File: src/design/dmg_bus_cfg.svh
`ifndef DMG_BUS_CFG_SVH
`define DMG_BUS_CFG_SVH

// high RAM is split into 2, 4 or 8 banks
`define DMG_HRAM_BANKS 4

// single register addresses
`define DMG_ADDR_IF       16'hFF0F
`define DMG_ADDR_IE       16'hFFFF
`define DMG_ADDR_BOOT_OFF 16'hFF50

// region bounds include both ends
`define DMG_ADDR_HRAM_LO  16'hFF80
`define DMG_ADDR_HRAM_HI  16'hFFFE
`define DMG_ADDR_TIMER_LO 16'hFF04
`define DMG_ADDR_TIMER_HI 16'hFF07
`define DMG_ADDR_BOOT_HI  16'h00FF

`endif

File: src/design/dmg_bus_pkg.sv
`default_nettype none

`include "dmg_bus_cfg.svh"

package dmg_bus_pkg;

	localparam int HRAM_BANKS = `DMG_HRAM_BANKS;
	localparam int HRAM_BANK_W = $clog2(HRAM_BANKS);
	// high RAM spans 128 byte slots and the last one (FFFF) is never selected
	localparam int HRAM_DEPTH = 128 / HRAM_BANKS;
	localparam int HRAM_OFF_W = $clog2(HRAM_DEPTH);

	typedef logic [15:0] cpu_addr_t;
	typedef logic [7:0] cpu_data_t;
	typedef logic [HRAM_OFF_W-1:0] hram_off_t;
	typedef logic [HRAM_BANKS-1:0] bank_sel_t;
	typedef logic [4:0] irq_t;

	typedef enum logic [2:0] {
		src_ext,
		src_hram,
		src_iflag,
		src_ienable,
		src_boot_reg,
		src_ones
	} rd_src_e;

endpackage

`default_nettype wire

File: src/design/bus_decoder.sv
`default_nettype none
`timescale 1ns/10ps

`include "dmg_bus_cfg.svh"

module bus_decoder (
	input  logic                   clk,
	input  logic                   rst,
	input  dmg_bus_pkg::cpu_addr_t addr,
	input  dmg_bus_pkg::cpu_data_t wr_data,
	input  logic                   rd,
	input  logic                   wr,
	output logic                   io_page,
	output logic                   hram_cs,
	output logic                   timer_cs,
	output logic                   boot_cs,
	output logic                   boot_off,
	output dmg_bus_pkg::bank_sel_t bank_sel,
	output dmg_bus_pkg::hram_off_t bank_off,
	output logic                   hram_wr,
	output logic                   hram_rd,
	output logic                   if_wr,
	output logic                   ie_wr,
	output dmg_bus_pkg::rd_src_e   rd_src
);

	import dmg_bus_pkg::*;

	logic [HRAM_BANK_W-1:0] bank_idx;
	logic                   boot_reg_hit;

	assign io_page  = (addr[15:8] == 8'hFF);
	assign hram_cs  = (addr >= `DMG_ADDR_HRAM_LO) && (addr <= `DMG_ADDR_HRAM_HI);
	assign timer_cs = (addr >= `DMG_ADDR_TIMER_LO) && (addr <= `DMG_ADDR_TIMER_HI);

	// the boot ROM overlays the bottom page until software turns it off
	assign boot_cs = rd && !boot_off && (addr <= `DMG_ADDR_BOOT_HI);

	// upper offset bits pick the bank and the rest address the byte inside it
	assign bank_idx = addr[6 -: HRAM_BANK_W];
	assign bank_off = addr[HRAM_OFF_W-1:0];

	always_comb begin
		bank_sel = '0;
		if (hram_cs) begin
			bank_sel[bank_idx] = 1'b1;
		end
	end

	assign hram_wr = hram_cs && wr;
	assign hram_rd = hram_cs && rd;

	assign if_wr = wr && (addr == `DMG_ADDR_IF);
	assign ie_wr = wr && (addr == `DMG_ADDR_IE);

	assign boot_reg_hit = (addr == `DMG_ADDR_BOOT_OFF);

	// only bit 0 of the written byte matters, and once set it stays set
	always_ff @(posedge clk) begin
		if (rst) begin
			boot_off <= 1'b0;
		end else if (wr && boot_reg_hit && wr_data[0]) begin
			boot_off <= 1'b1;
		end
	end

	// single registers win over the ranges they sit in
	always_comb begin
		if (addr == `DMG_ADDR_IF) begin
			rd_src = src_iflag;
		end else if (addr == `DMG_ADDR_IE) begin
			rd_src = src_ienable;
		end else if (boot_reg_hit) begin
			rd_src = src_boot_reg;
		end else if (hram_cs) begin
			rd_src = src_hram;
		end else if (io_page) begin
			rd_src = src_ones;
		end else begin
			rd_src = src_ext;
		end
	end

	bank_sel_onehot: assert property (@(posedge clk) disable iff (rst)
		$onehot0(bank_sel));

endmodule

`default_nettype wire

File: src/design/dmg_bus.sv
`default_nettype none
`timescale 1ns/10ps

module dmg_bus (
	input  logic                   clk,
	input  logic                   rst,
	input  dmg_bus_pkg::cpu_addr_t addr,
	input  dmg_bus_pkg::cpu_data_t wr_data,
	input  logic                   rd,
	input  logic                   wr,
	input  dmg_bus_pkg::cpu_data_t ext_data,
	input  dmg_bus_pkg::irq_t      irq_req,
	output dmg_bus_pkg::cpu_data_t rd_data,
	output logic                   rd_valid,
	output logic                   io_page,
	output logic                   hram_cs,
	output logic                   timer_cs,
	output logic                   boot_cs,
	output logic                   irq_pending
);

	import dmg_bus_pkg::*;

	bank_sel_t bank_sel;
	hram_off_t bank_off;
	cpu_data_t bank_rdata [HRAM_BANKS];
	rd_src_e   rd_src;
	logic      hram_wr;
	logic      hram_rd;
	logic      if_wr;
	logic      ie_wr;
	logic      boot_off;

	bus_decoder bus_decoder_inst (
		.clk      (clk),
		.rst      (rst),
		.addr     (addr),
		.wr_data  (wr_data),
		.rd       (rd),
		.wr       (wr),
		.io_page  (io_page),
		.hram_cs  (hram_cs),
		.timer_cs (timer_cs),
		.boot_cs  (boot_cs),
		.boot_off (boot_off),
		.bank_sel (bank_sel),
		.bank_off (bank_off),
		.hram_wr  (hram_wr),
		.hram_rd  (hram_rd),
		.if_wr    (if_wr),
		.ie_wr    (ie_wr),
		.rd_src   (rd_src)
	);

	for (genvar i = 0; i < HRAM_BANKS; i++) begin : g_bank
		hram_bank hram_bank_inst (
			.clk   (clk),
			.sel   (bank_sel[i]),
			.off   (bank_off),
			.wr    (hram_wr),
			.rd    (hram_rd),
			.wdata (wr_data),
			.rdata (bank_rdata[i])
		);
	end

	io_read_port io_read_port_inst (
		.clk         (clk),
		.rst         (rst),
		.rd          (rd),
		.rd_src      (rd_src),
		.bank_sel    (bank_sel),
		.bank_rdata  (bank_rdata),
		.ext_data    (ext_data),
		.wr_data     (wr_data),
		.if_wr       (if_wr),
		.ie_wr       (ie_wr),
		.irq_req     (irq_req),
		.boot_off    (boot_off),
		.rd_data     (rd_data),
		.rd_valid    (rd_valid),
		.irq_pending (irq_pending)
	);

endmodule

`default_nettype wire

File: src/design/hram_bank.sv
`default_nettype none
`timescale 1ns/10ps

module hram_bank (
	input  logic                   clk,
	input  logic                   sel,
	input  dmg_bus_pkg::hram_off_t off,
	input  logic                   wr,
	input  logic                   rd,
	input  dmg_bus_pkg::cpu_data_t wdata,
	output dmg_bus_pkg::cpu_data_t rdata
);

	import dmg_bus_pkg::*;

	cpu_data_t mem [HRAM_DEPTH];

	always_ff @(posedge clk) begin
		if (sel && wr) begin
			mem[off] <= wdata;
		end
	end

	// rdata keeps the last byte read until the next read of this bank
	always_ff @(posedge clk) begin
		if (sel && rd) begin
			rdata <= mem[off];
		end
	end

endmodule

`default_nettype wire

File: src/design/io_read_port.sv
`default_nettype none
`timescale 1ns/10ps

module io_read_port (
	input  logic                   clk,
	input  logic                   rst,
	input  logic                   rd,
	input  dmg_bus_pkg::rd_src_e   rd_src,
	input  dmg_bus_pkg::bank_sel_t bank_sel,
	input  dmg_bus_pkg::cpu_data_t bank_rdata [dmg_bus_pkg::HRAM_BANKS],
	input  dmg_bus_pkg::cpu_data_t ext_data,
	input  dmg_bus_pkg::cpu_data_t wr_data,
	input  logic                   if_wr,
	input  logic                   ie_wr,
	input  dmg_bus_pkg::irq_t      irq_req,
	input  logic                   boot_off,
	output dmg_bus_pkg::cpu_data_t rd_data,
	output logic                   rd_valid,
	output logic                   irq_pending
);

	import dmg_bus_pkg::*;

	irq_t      iflag;
	cpu_data_t ienable;
	rd_src_e   src_q;
	bank_sel_t sel_q;
	cpu_data_t reg_byte;
	cpu_data_t reg_q;
	cpu_data_t hram_byte;

	// requests arriving with a write are merged after the written value
	always_ff @(posedge clk) begin
		if (rst) begin
			iflag       <= '0;
			ienable     <= '0;
			irq_pending <= 1'b0;
		end else begin
			if (if_wr) begin
				iflag <= wr_data[4:0] | irq_req;
			end else begin
				iflag <= iflag | irq_req;
			end
			if (ie_wr) begin
				ienable <= wr_data;
			end
			irq_pending <= |(iflag & ienable[4:0]);
		end
	end

	// everything except high RAM is captured as seen in the read cycle
	always_comb begin
		case (rd_src)
			src_iflag:    reg_byte = {3'b111, iflag};
			src_ienable:  reg_byte = ienable;
			src_boot_reg: reg_byte = {7'h7F, boot_off};
			src_ones:     reg_byte = 8'hFF;
			default:      reg_byte = ext_data;
		endcase
	end

	always_ff @(posedge clk) begin
		if (rst) begin
			rd_valid <= 1'b0;
		end else begin
			rd_valid <= rd;
		end
	end

	always_ff @(posedge clk) begin
		if (rd) begin
			src_q <= rd_src;
			sel_q <= bank_sel;
			reg_q <= reg_byte;
		end
	end

	// banks register their own data, so pick it with the delayed select
	always_comb begin
		hram_byte = '0;
		for (int i = 0; i < HRAM_BANKS; i++) begin
			if (sel_q[i]) begin
				hram_byte = hram_byte | bank_rdata[i];
			end
		end
	end

	assign rd_data = (src_q == src_hram) ? hram_byte : reg_q;

	rd_valid_follows_rd: assert property (@(posedge clk) disable iff (rst)
		(rd_valid && $past(rd_valid)) |-> ($past(rd, 1) && $past(rd, 2)));

endmodule

`default_nettype wire

File: config.mk
export PLATFORM = sky130hd
export DESIGN_NAME = dmg_bus
export DESIGN_NICKNAME = d
export VERILOG_FILES = /design/src/design/dmg_bus_pkg.sv /design/src/design/bus_decoder.sv /design/src/design/dmg_bus.sv /design/src/design/hram_bank.sv /design/src/design/io_read_port.sv
export VERILOG_INCLUDE_DIRS = /design/src /design/src/design
export SDC_FILE = /design/constraint.sdc
export NUM_CORES = 1
export LEC_CHECK = 0
export ABC_AREA = 1
export BUFFER_PORTS_ARGS = -buffer_cell sky130_fd_sc_hd__buf_2
export CORE_AREA = 4 4 273 275
export CTS_CLUSTER_SIZE = 30
export DETAILED_ROUTE_END_ITERATION = 12
export DIE_AREA = 0 0 277 279
export PLACE_DENSITY = 0.79
export SYNTH_ARGS = -nofsm -noshare
export SYNTH_HDL_FRONTEND = slang
export SYNTH_SLANG_ARGS = --single-unit
File: constraint.sdc
create_clock -name clk -period 3.08 [get_ports clk]
set_input_delay 0.616 -clock clk [delete_from_list [all_inputs] [get_ports clk]]
set_output_delay 0.616 -clock clk [all_outputs]
set_load 0.01 [all_outputs]
==> reports/qor.yml, run 1 <==
core_area_um2: 72340
grt_max_degree: 166
cp.depth: 7
cts_tree: "yes"
cp_top_family: "simple AND/OR/NAND/NOR gates"
wl_met3_um: 12800
post_cts_buffers: 0
netlist_area_um2: 45100
pin_count: 55
max_freq_mhz: 345.8
cp-endpoint: "timer_cs"
wl_met1_um: 42860
ys_seq_area_frac: 0.7202
finalSetupViolCount: 0
slew_headroom: 0.3022
max-clock-path-buffers: 3
wl_um: 116100
ctsResizeCount: 0
num_rows: 99
r2r_setup_slack_ps: 1410
initialDrtViolationCount: 4025
htree_levels: 3
start_kind: "input port"
num-nets-final: 4355
wl_per_cell_um: 21.68
grt_overflow: 0
ys_ff_latch: 1087
drc: 0
synth_cells: 4240
antenna_found_initial: 0
drv_slew: 0
crit_fanout: 24
tightest_slew_ps: 1043
criticalPathCategory: "input port to output port"
grt_usage: 0.2980
power_w: 0.03102
dieWidth_um: 277
cts_root_buf: "clkbuf_16"
layout-drive-gt1-share: 0.08100
endpoint_kind: "output port"
p_leak_nw: 19.77
first_pass_iters: 8
hold_path_class: "input port to flip-flop"
dieArea_um2: 77280
crit_path_top_delay_cell: "nor3_1"
r2r_start: "g_bank[2].hram_bank_inst.mem[20][7]"
drv_cap: 0
n_antenna_cell: 0
period_share: 0.9390
clock_latency_ps: 670
final_util: 0.6947
dr_wl_met2_um: 55120
worstPathBufferInverterCount: 4
routabilityCongestion: 0.9240
cts.clk_slew.worst_paths_ps: 60
cts_made_buffers: 106
vias: 31060
finClkSkew_ps: 19.81
rsz0062_at_grt: "no"
finalHoldViolCount: 0
yosysWarnings: 0
io_buffers: 54
rr_endpoint: "g_bank[2].hram_bank_inst.rdata[7]"
slowest_delay_ps: 540
netlist-cell-type-count: 34
setup-tns-final_ps: 0
grt_pass1_wl_um: 176100
vdd_ir_drop_max_mv: 0.4279
clock-sinks: 1087
cp_cell_sequence: "buf_2, buf_4, buf_4, nor2_1, nand2_1, nor3_1, buf_2"
critPathArrivalTime_ps: 2280
start_util: 0.6235
routed.top_layer: "met4"
vias_per_cell: 5.801
min_period_ps: 2892
p_per_area_nw_per_um2: 617.2
nFillCells: 4913
grt_pass1_vias: 30150
crit_path_start: "addr[4]"
dp_hpwl_um: 69130
status: "finished, final reports clean"
die_height_um: 279
synth.avg_cell_area_um2: 10.64
required_ps: 2460
hold_buffers: 0
ant_nets: 0
area_delta_synth_final_pct: 11.42
rr_worst_depth: 8
## cell families after synthesis
kind of cell,synth area share
AOI/OAI and AO/OA,0.01185
DFF,0.7202
and+or+nand+nor,0.2400
buffers and inverters,0.02791
other,0.00008314
## how the worst min path moves through the flow
stage	start	cells past startpoint	end	slack (ps)
floorplan	bus_decoder_inst.boot_off	2	bus_decoder_inst.boot_off	440
global placement	io_read_port_inst.ienable[6]	2	io_read_port_inst.ienable[6]	460
detailed placement	bus_decoder_inst.boot_off	2	bus_decoder_inst.boot_off	480
CTS	rst	2	bus_decoder_inst.boot_off	140
global route	rst	2	bus_decoder_inst.boot_off	170
finish	rst	2	bus_decoder_inst.boot_off	170
## report_power, final
| part | internal (W) | leakage, nW | total, W | switching, W |
|---|---|---|---|---|
| clock | 0.00751 | 1.70 | 0.0130 | 0.00546 |
| combinational | 0.000438 | 8.30 | 0.00176 | 0.00132 |
| sequential | 0.0163 | 9.78 | 0.0163 | 0.0000169 |
| total | 0.0242 | 19.8 | 0.0310 | 0.00680 |
## stage by stage
stage	instance area, µm²	setup WS [ps]	instances	hold WS, ps
after floorplan	45130	685.4	4247	444.6
after global placement	46800	110.5	5165	461.7
after detailed placement	46800	82.84	5165	477.4
after CTS	50260	269.1	5354	139.1
after global routing	50260	155.0	5354	168.6
final	50260	188.0	5354	169.1
## cells in the final DEF (no fill, tap or decap), types with 5 or more instances in the layout
cell type      n
nand4_1       13
dfxtp_1       16
clkinv_2      27
buf_12        29
clkinv_1      22
clkbuf_1      11
clkinvlp_4     5
nor3_1         5
buf_2         44
conb_1         8
a221oi_1       8
buf_4         98
nand3_1      138
nand2_1     2365
inv_1         25
nor2_1       263
edfxtp_1    1071
o21ai_1       13
clkbuf_16    107
bufinv_16     14
a21oi_1       35
o21ai_0       38
## synth_stat cells
cell type | n | share of area
a21boi_0 | 1 | 0.00017
a21oi_1 | 35 | 0.0039
a21oi_2 | 1 | 0.00019
a221oi_1 | 8 | 0.0016
a22o_1 | 2 | 0.00039
and3_1 | 1 | 0.00014
buf_1 | 18 | 0.0015
buf_2 | 89 | 0.0099
buf_4 | 53 | 0.0088
buf_6 | 2 | 0.00050
clkbuf_1 | 52 | 0.0043
clkinv_1 | 1 | 0.000083
clkinv_2 | 2 | 0.00022
conb_1 | 1 | 0.000083
dfxtp_1 | 16 | 0.0071
edfxtp_1 | 1071 | 0.71
inv_1 | 25 | 0.0021
inv_2 | 6 | 0.00050
nand2_1 | 2365 | 0.20
nand2_2 | 2 | 0.00028
nand3_1 | 138 | 0.015
nand3_2 | 3 | 0.00067
nand3_4 | 1 | 0.00039
nand3b_1 | 1 | 0.00017
nand4_1 | 13 | 0.0018
nor2_1 | 265 | 0.022
nor2_2 | 4 | 0.00055
nor2_4 | 1 | 0.00025
nor3_1 | 5 | 0.00055
nor4_1 | 4 | 0.00055
o21ai_0 | 38 | 0.0042
o21ai_1 | 13 | 0.0014
or2_2 | 2 | 0.00028
or3b_2 | 1 | 0.00019
## cell type report
cell class                 instances  area [µm²]  share of cell area
multi-input combinational       2912       11420              0.2272
clock buffer                     118        2719             0.05410
sequential                      1087       32480              0.6463
timing repair buffer             173        1563             0.03110
clock inverter                    71       732.0             0.01456
tap                              959        1200             0.02388
inverter                          34       145.1            0.002888
## flip-flops by register name (all words and copies together), names as in the netlist
register,count
g_bank.hram_bank_inst.mem,1024
g_bank.hram_bank_inst.rdata,32
io_read_port_inst.ienable,8
io_read_port_inst.reg_q,8
io_read_port_inst.iflag,5
io_read_port_inst.sel_q,4
io_read_port_inst.src_q,3
bus_decoder_inst.boot_off,1
io_read_port_inst.irq_pending,1
io_read_port_inst.rd_valid,1
## worst register-to-register path, delay by kind of cell, from the launching register on
| kind | cells | cell delay [ps] |
|---|---|---|
| simple gates | 4 | 410 |
| compound gates | 2 | 280 |
| flops | 1 | 380 |
| buf+inv | 2 | 350 |
## per-layer routing
| layer | track usage | vias up |
|---|---|---|
| met3 | 0.05142 | 321 |
| met5 | 0 | - |
| met4 | 0.1334 | 0 |
| li1 | - | 14150 |
| met1 | 0.4044 | 14610 |
| met2 | 0.4824 | 1975 |
Note: power is estimated with default switching activity, not from simulation.
==> run 2, diff against run 1 <==
Settings changed: BUFFER_PORTS_ARGS -buffer_cell sky130_fd_sc_hd__buf_2 to -buffer_cell sky130_fd_sc_hd__clkbuf_2.
==> reports/qor.yml, run 2 (synthesis gave the netlist of run 1 again) <==
slew_headroom: 0.3314  # +0.02925
regMostFlops: "g_bank.hram_bank_inst.mem"
vias_per_cell: 5.771  # -0.51%
drv_cap: 0  # unchanged
grt_max_degree: 165  # -0.60%
r2r_setup_slack_ps: 1410  # about the same
num_rows: 99  # unchanged
rsz0062_at_grt: "no"
status: "finished, final reports clean"
clock-sinks: 1087  # unchanged
n_antenna_cell: 0  # unchanged
grt_usage: 0.2937  # -0.004355
clock_latency_ps: 660  # about the same
wl_per_cell_um: 21.20  # -2.2%
die_height_um: 279  # unchanged
layout-drive-gt1-share: 0.08609  # +0.005086
cts.clk_slew.worst_paths_ps: 70  # about the same
cp_cell_sequence: "nand2_1, nand2_1, a221oi_1, o21ai_0, clkbuf_2"
criticalPathCategory: "flip-flop to output port"
dp_hpwl_um: 67880  # -1.8%
ant_nets: 0  # unchanged
final_common_cell: "nand2_1"
antenna_found_initial: 1  # +1
finalHoldViolCount: 0  # unchanged
p_per_area_nw_per_um2: 596.9  # -3.3%
first_pass_iters: 6  # -2
cts_root_buf: "clkbuf_16"
cp_common_cell: "nand2_1"
grt_overflow: 0  # unchanged
finClkSkew_ps: 29.00  # +9.184 ps
whs_ps: 209.9  # +40.75 ps
dieArea_um2: 77280  # unchanged
crit_path_top_delay_cell: "a221oi_1"
nFillCells: 4762  # -3.1%
area_delta_synth_final_pct: 11.65
finalSetupViolCount: 0  # unchanged
initialDrtViolationCount: 4239  # +5.3%
dieWidth_um: 277  # unchanged
num-nets-final: 4405  # +1.1%
vdd_ir_drop_max_mv: 0.4231  # -1.1%
grt_pass1_vias: 30130  # -0.096%
tightest_slew_ps: 1003  # -40.02 ps
seq_area_um2: 32480  # unchanged
top_regs: "g_bank.hram_bank_inst.mem (1024), g_bank.hram_bank_inst.rdata (32)"
grt_pass1_wl_um: 174200  # -1.0%
max-clock-path-buffers: 3  # unchanged
core_area_um2: 72340  # unchanged
vias: 31210  # +0.49%
crit_fanout: 8  # -67%
wl_um: 114600  # -1.3%
final_cell_mix: "2365 x nand2_1, 1071 x edfxtp_1, 263 x nor2_1, 151 x buf_4, 138 x nand3_1"
power_w: 0.03006  # -3.1%
drv_slew: 0  # unchanged
multiInputGateArea_um2: 11420  # about the same
cts_tree: "yes"
drc: 0  # unchanged
routabilityCongestion: 0.9473  # +2.5%
endpoint_kind: "output port"
largest_register_ff_count: 1024  # unchanged
pin_count: 55  # unchanged
post_cts_buffers: 0  # unchanged
critPathArrivalTime_ps: 2440  # +160 ps
period_share: 0.9911  # +0.05213
min_period_ps: 3053  # +160.6 ps
start_util: 0.6235  # unchanged
cts_made_buffers: 104  # -1.9%
hold_path_class: "input port to flip-flop"
setup-tns-final_ps: 0  # unchanged
required_ps: 2460  # about the same
slowest_delay_ps: 680  # +140 ps
p_leak_nw: 19.90  # +0.69%
htree_levels: 3  # unchanged
max_freq_mhz: 327.6  # -5.3%
io_buffers: 54  # unchanged
start_kind: "flip-flop"
-- run 2: changes by cell type in the layout (fill, tap and decap cells not counted), moves of 3 or more --
cell        change
buf_2          -44
buf_4          +53
bufinv_16      -10
clkbuf_1       +14
clkbuf_2       +44
clkinv_1       +14
clkinv_2       -11
clkinv_8        +3
clkinvlp_4      -4
inv_6           -3
-- run 2: cell type report --
type,count,area share
timing repair buffer,225,0.03829
multi-input combinational,2912,0.2268
clock buffer,132,0.05503
tap,959,0.02383
sequential,1087,0.6450
inverter,34,0.002882
clock inverter,59,0.008174
-- run 2: what timing repair did --
| action | CTS | global route |
|---|---|---|
| hold buffers | 0 | 0 |
| resized for setup | 0 | 1 |
| endpoints found under the setup margin | 0 | 1 |
-- run 2: through the flow --
step	std cells	instance area (µm²)	util	worst slack [ps]
2_1_floorplan	4247	45130	-	685.4
3_3_place_gp	5216	47160	0.6520	337.3
3_5_place_dp	5216	47160	0.6520	217.8
4_1_cts	5407	50350	0.6960	127.1
5_1_grt	5408	50360	0.6962	44.06
6_report	5408	50360	0.6962	27.38
-- run 2: power breakdown --
group          internal, W  switching (W)  total (W)
Clock              0.00667        0.00532     0.0120
Sequential          0.0163      0.0000180     0.0163
Combinational     0.000431        0.00134    0.00177
Total               0.0234        0.00668     0.0301
-- run 2: path summary, 6_finish.rpt --
| kind | start | end | depth (start not counted) |
|---|---|---|---|
| worst min-delay path | rst | io_read_port_inst.irq_pending | 2 |
| worst max-delay path | io_read_port_inst.sel_q[3] | rd_data[1] | 5 |
| worst max register to register | g_bank[2].hram_bank_inst.mem[21][7] | g_bank[2].hram_bank_inst.rdata[7] | 6 |
| worst min register to register | io_read_port_inst.ienable[6] | io_read_port_inst.ienable[6] | 2 |
-- run 2: worst max-delay path: cells and delay by family (launching register included) --
kind,cells,cell delay [ps]
flip-flops,1,550
buffers and inverters,1,170
AO/OA/AOI/OAI,2,860
AND/OR/NAND/NOR,2,190
-- run 2: routing by layer --
| metal | share of wire | wire length, µm | GRT usage | vias to the layer above |
|---|---|---|---|---|
| li1 | - | - | - | 14240 |
| met1 | 0.37 | 41860 | 0.4029 | 14610 |
| met2 | 0.47 | 53540 | 0.4663 | 2019 |
| met3 | 0.12 | 13900 | 0.05694 | 349 |
| met4 | 0.047 | 5334 | 0.1304 | 0 |
| met5 | 0 | 0 | 0 | - |
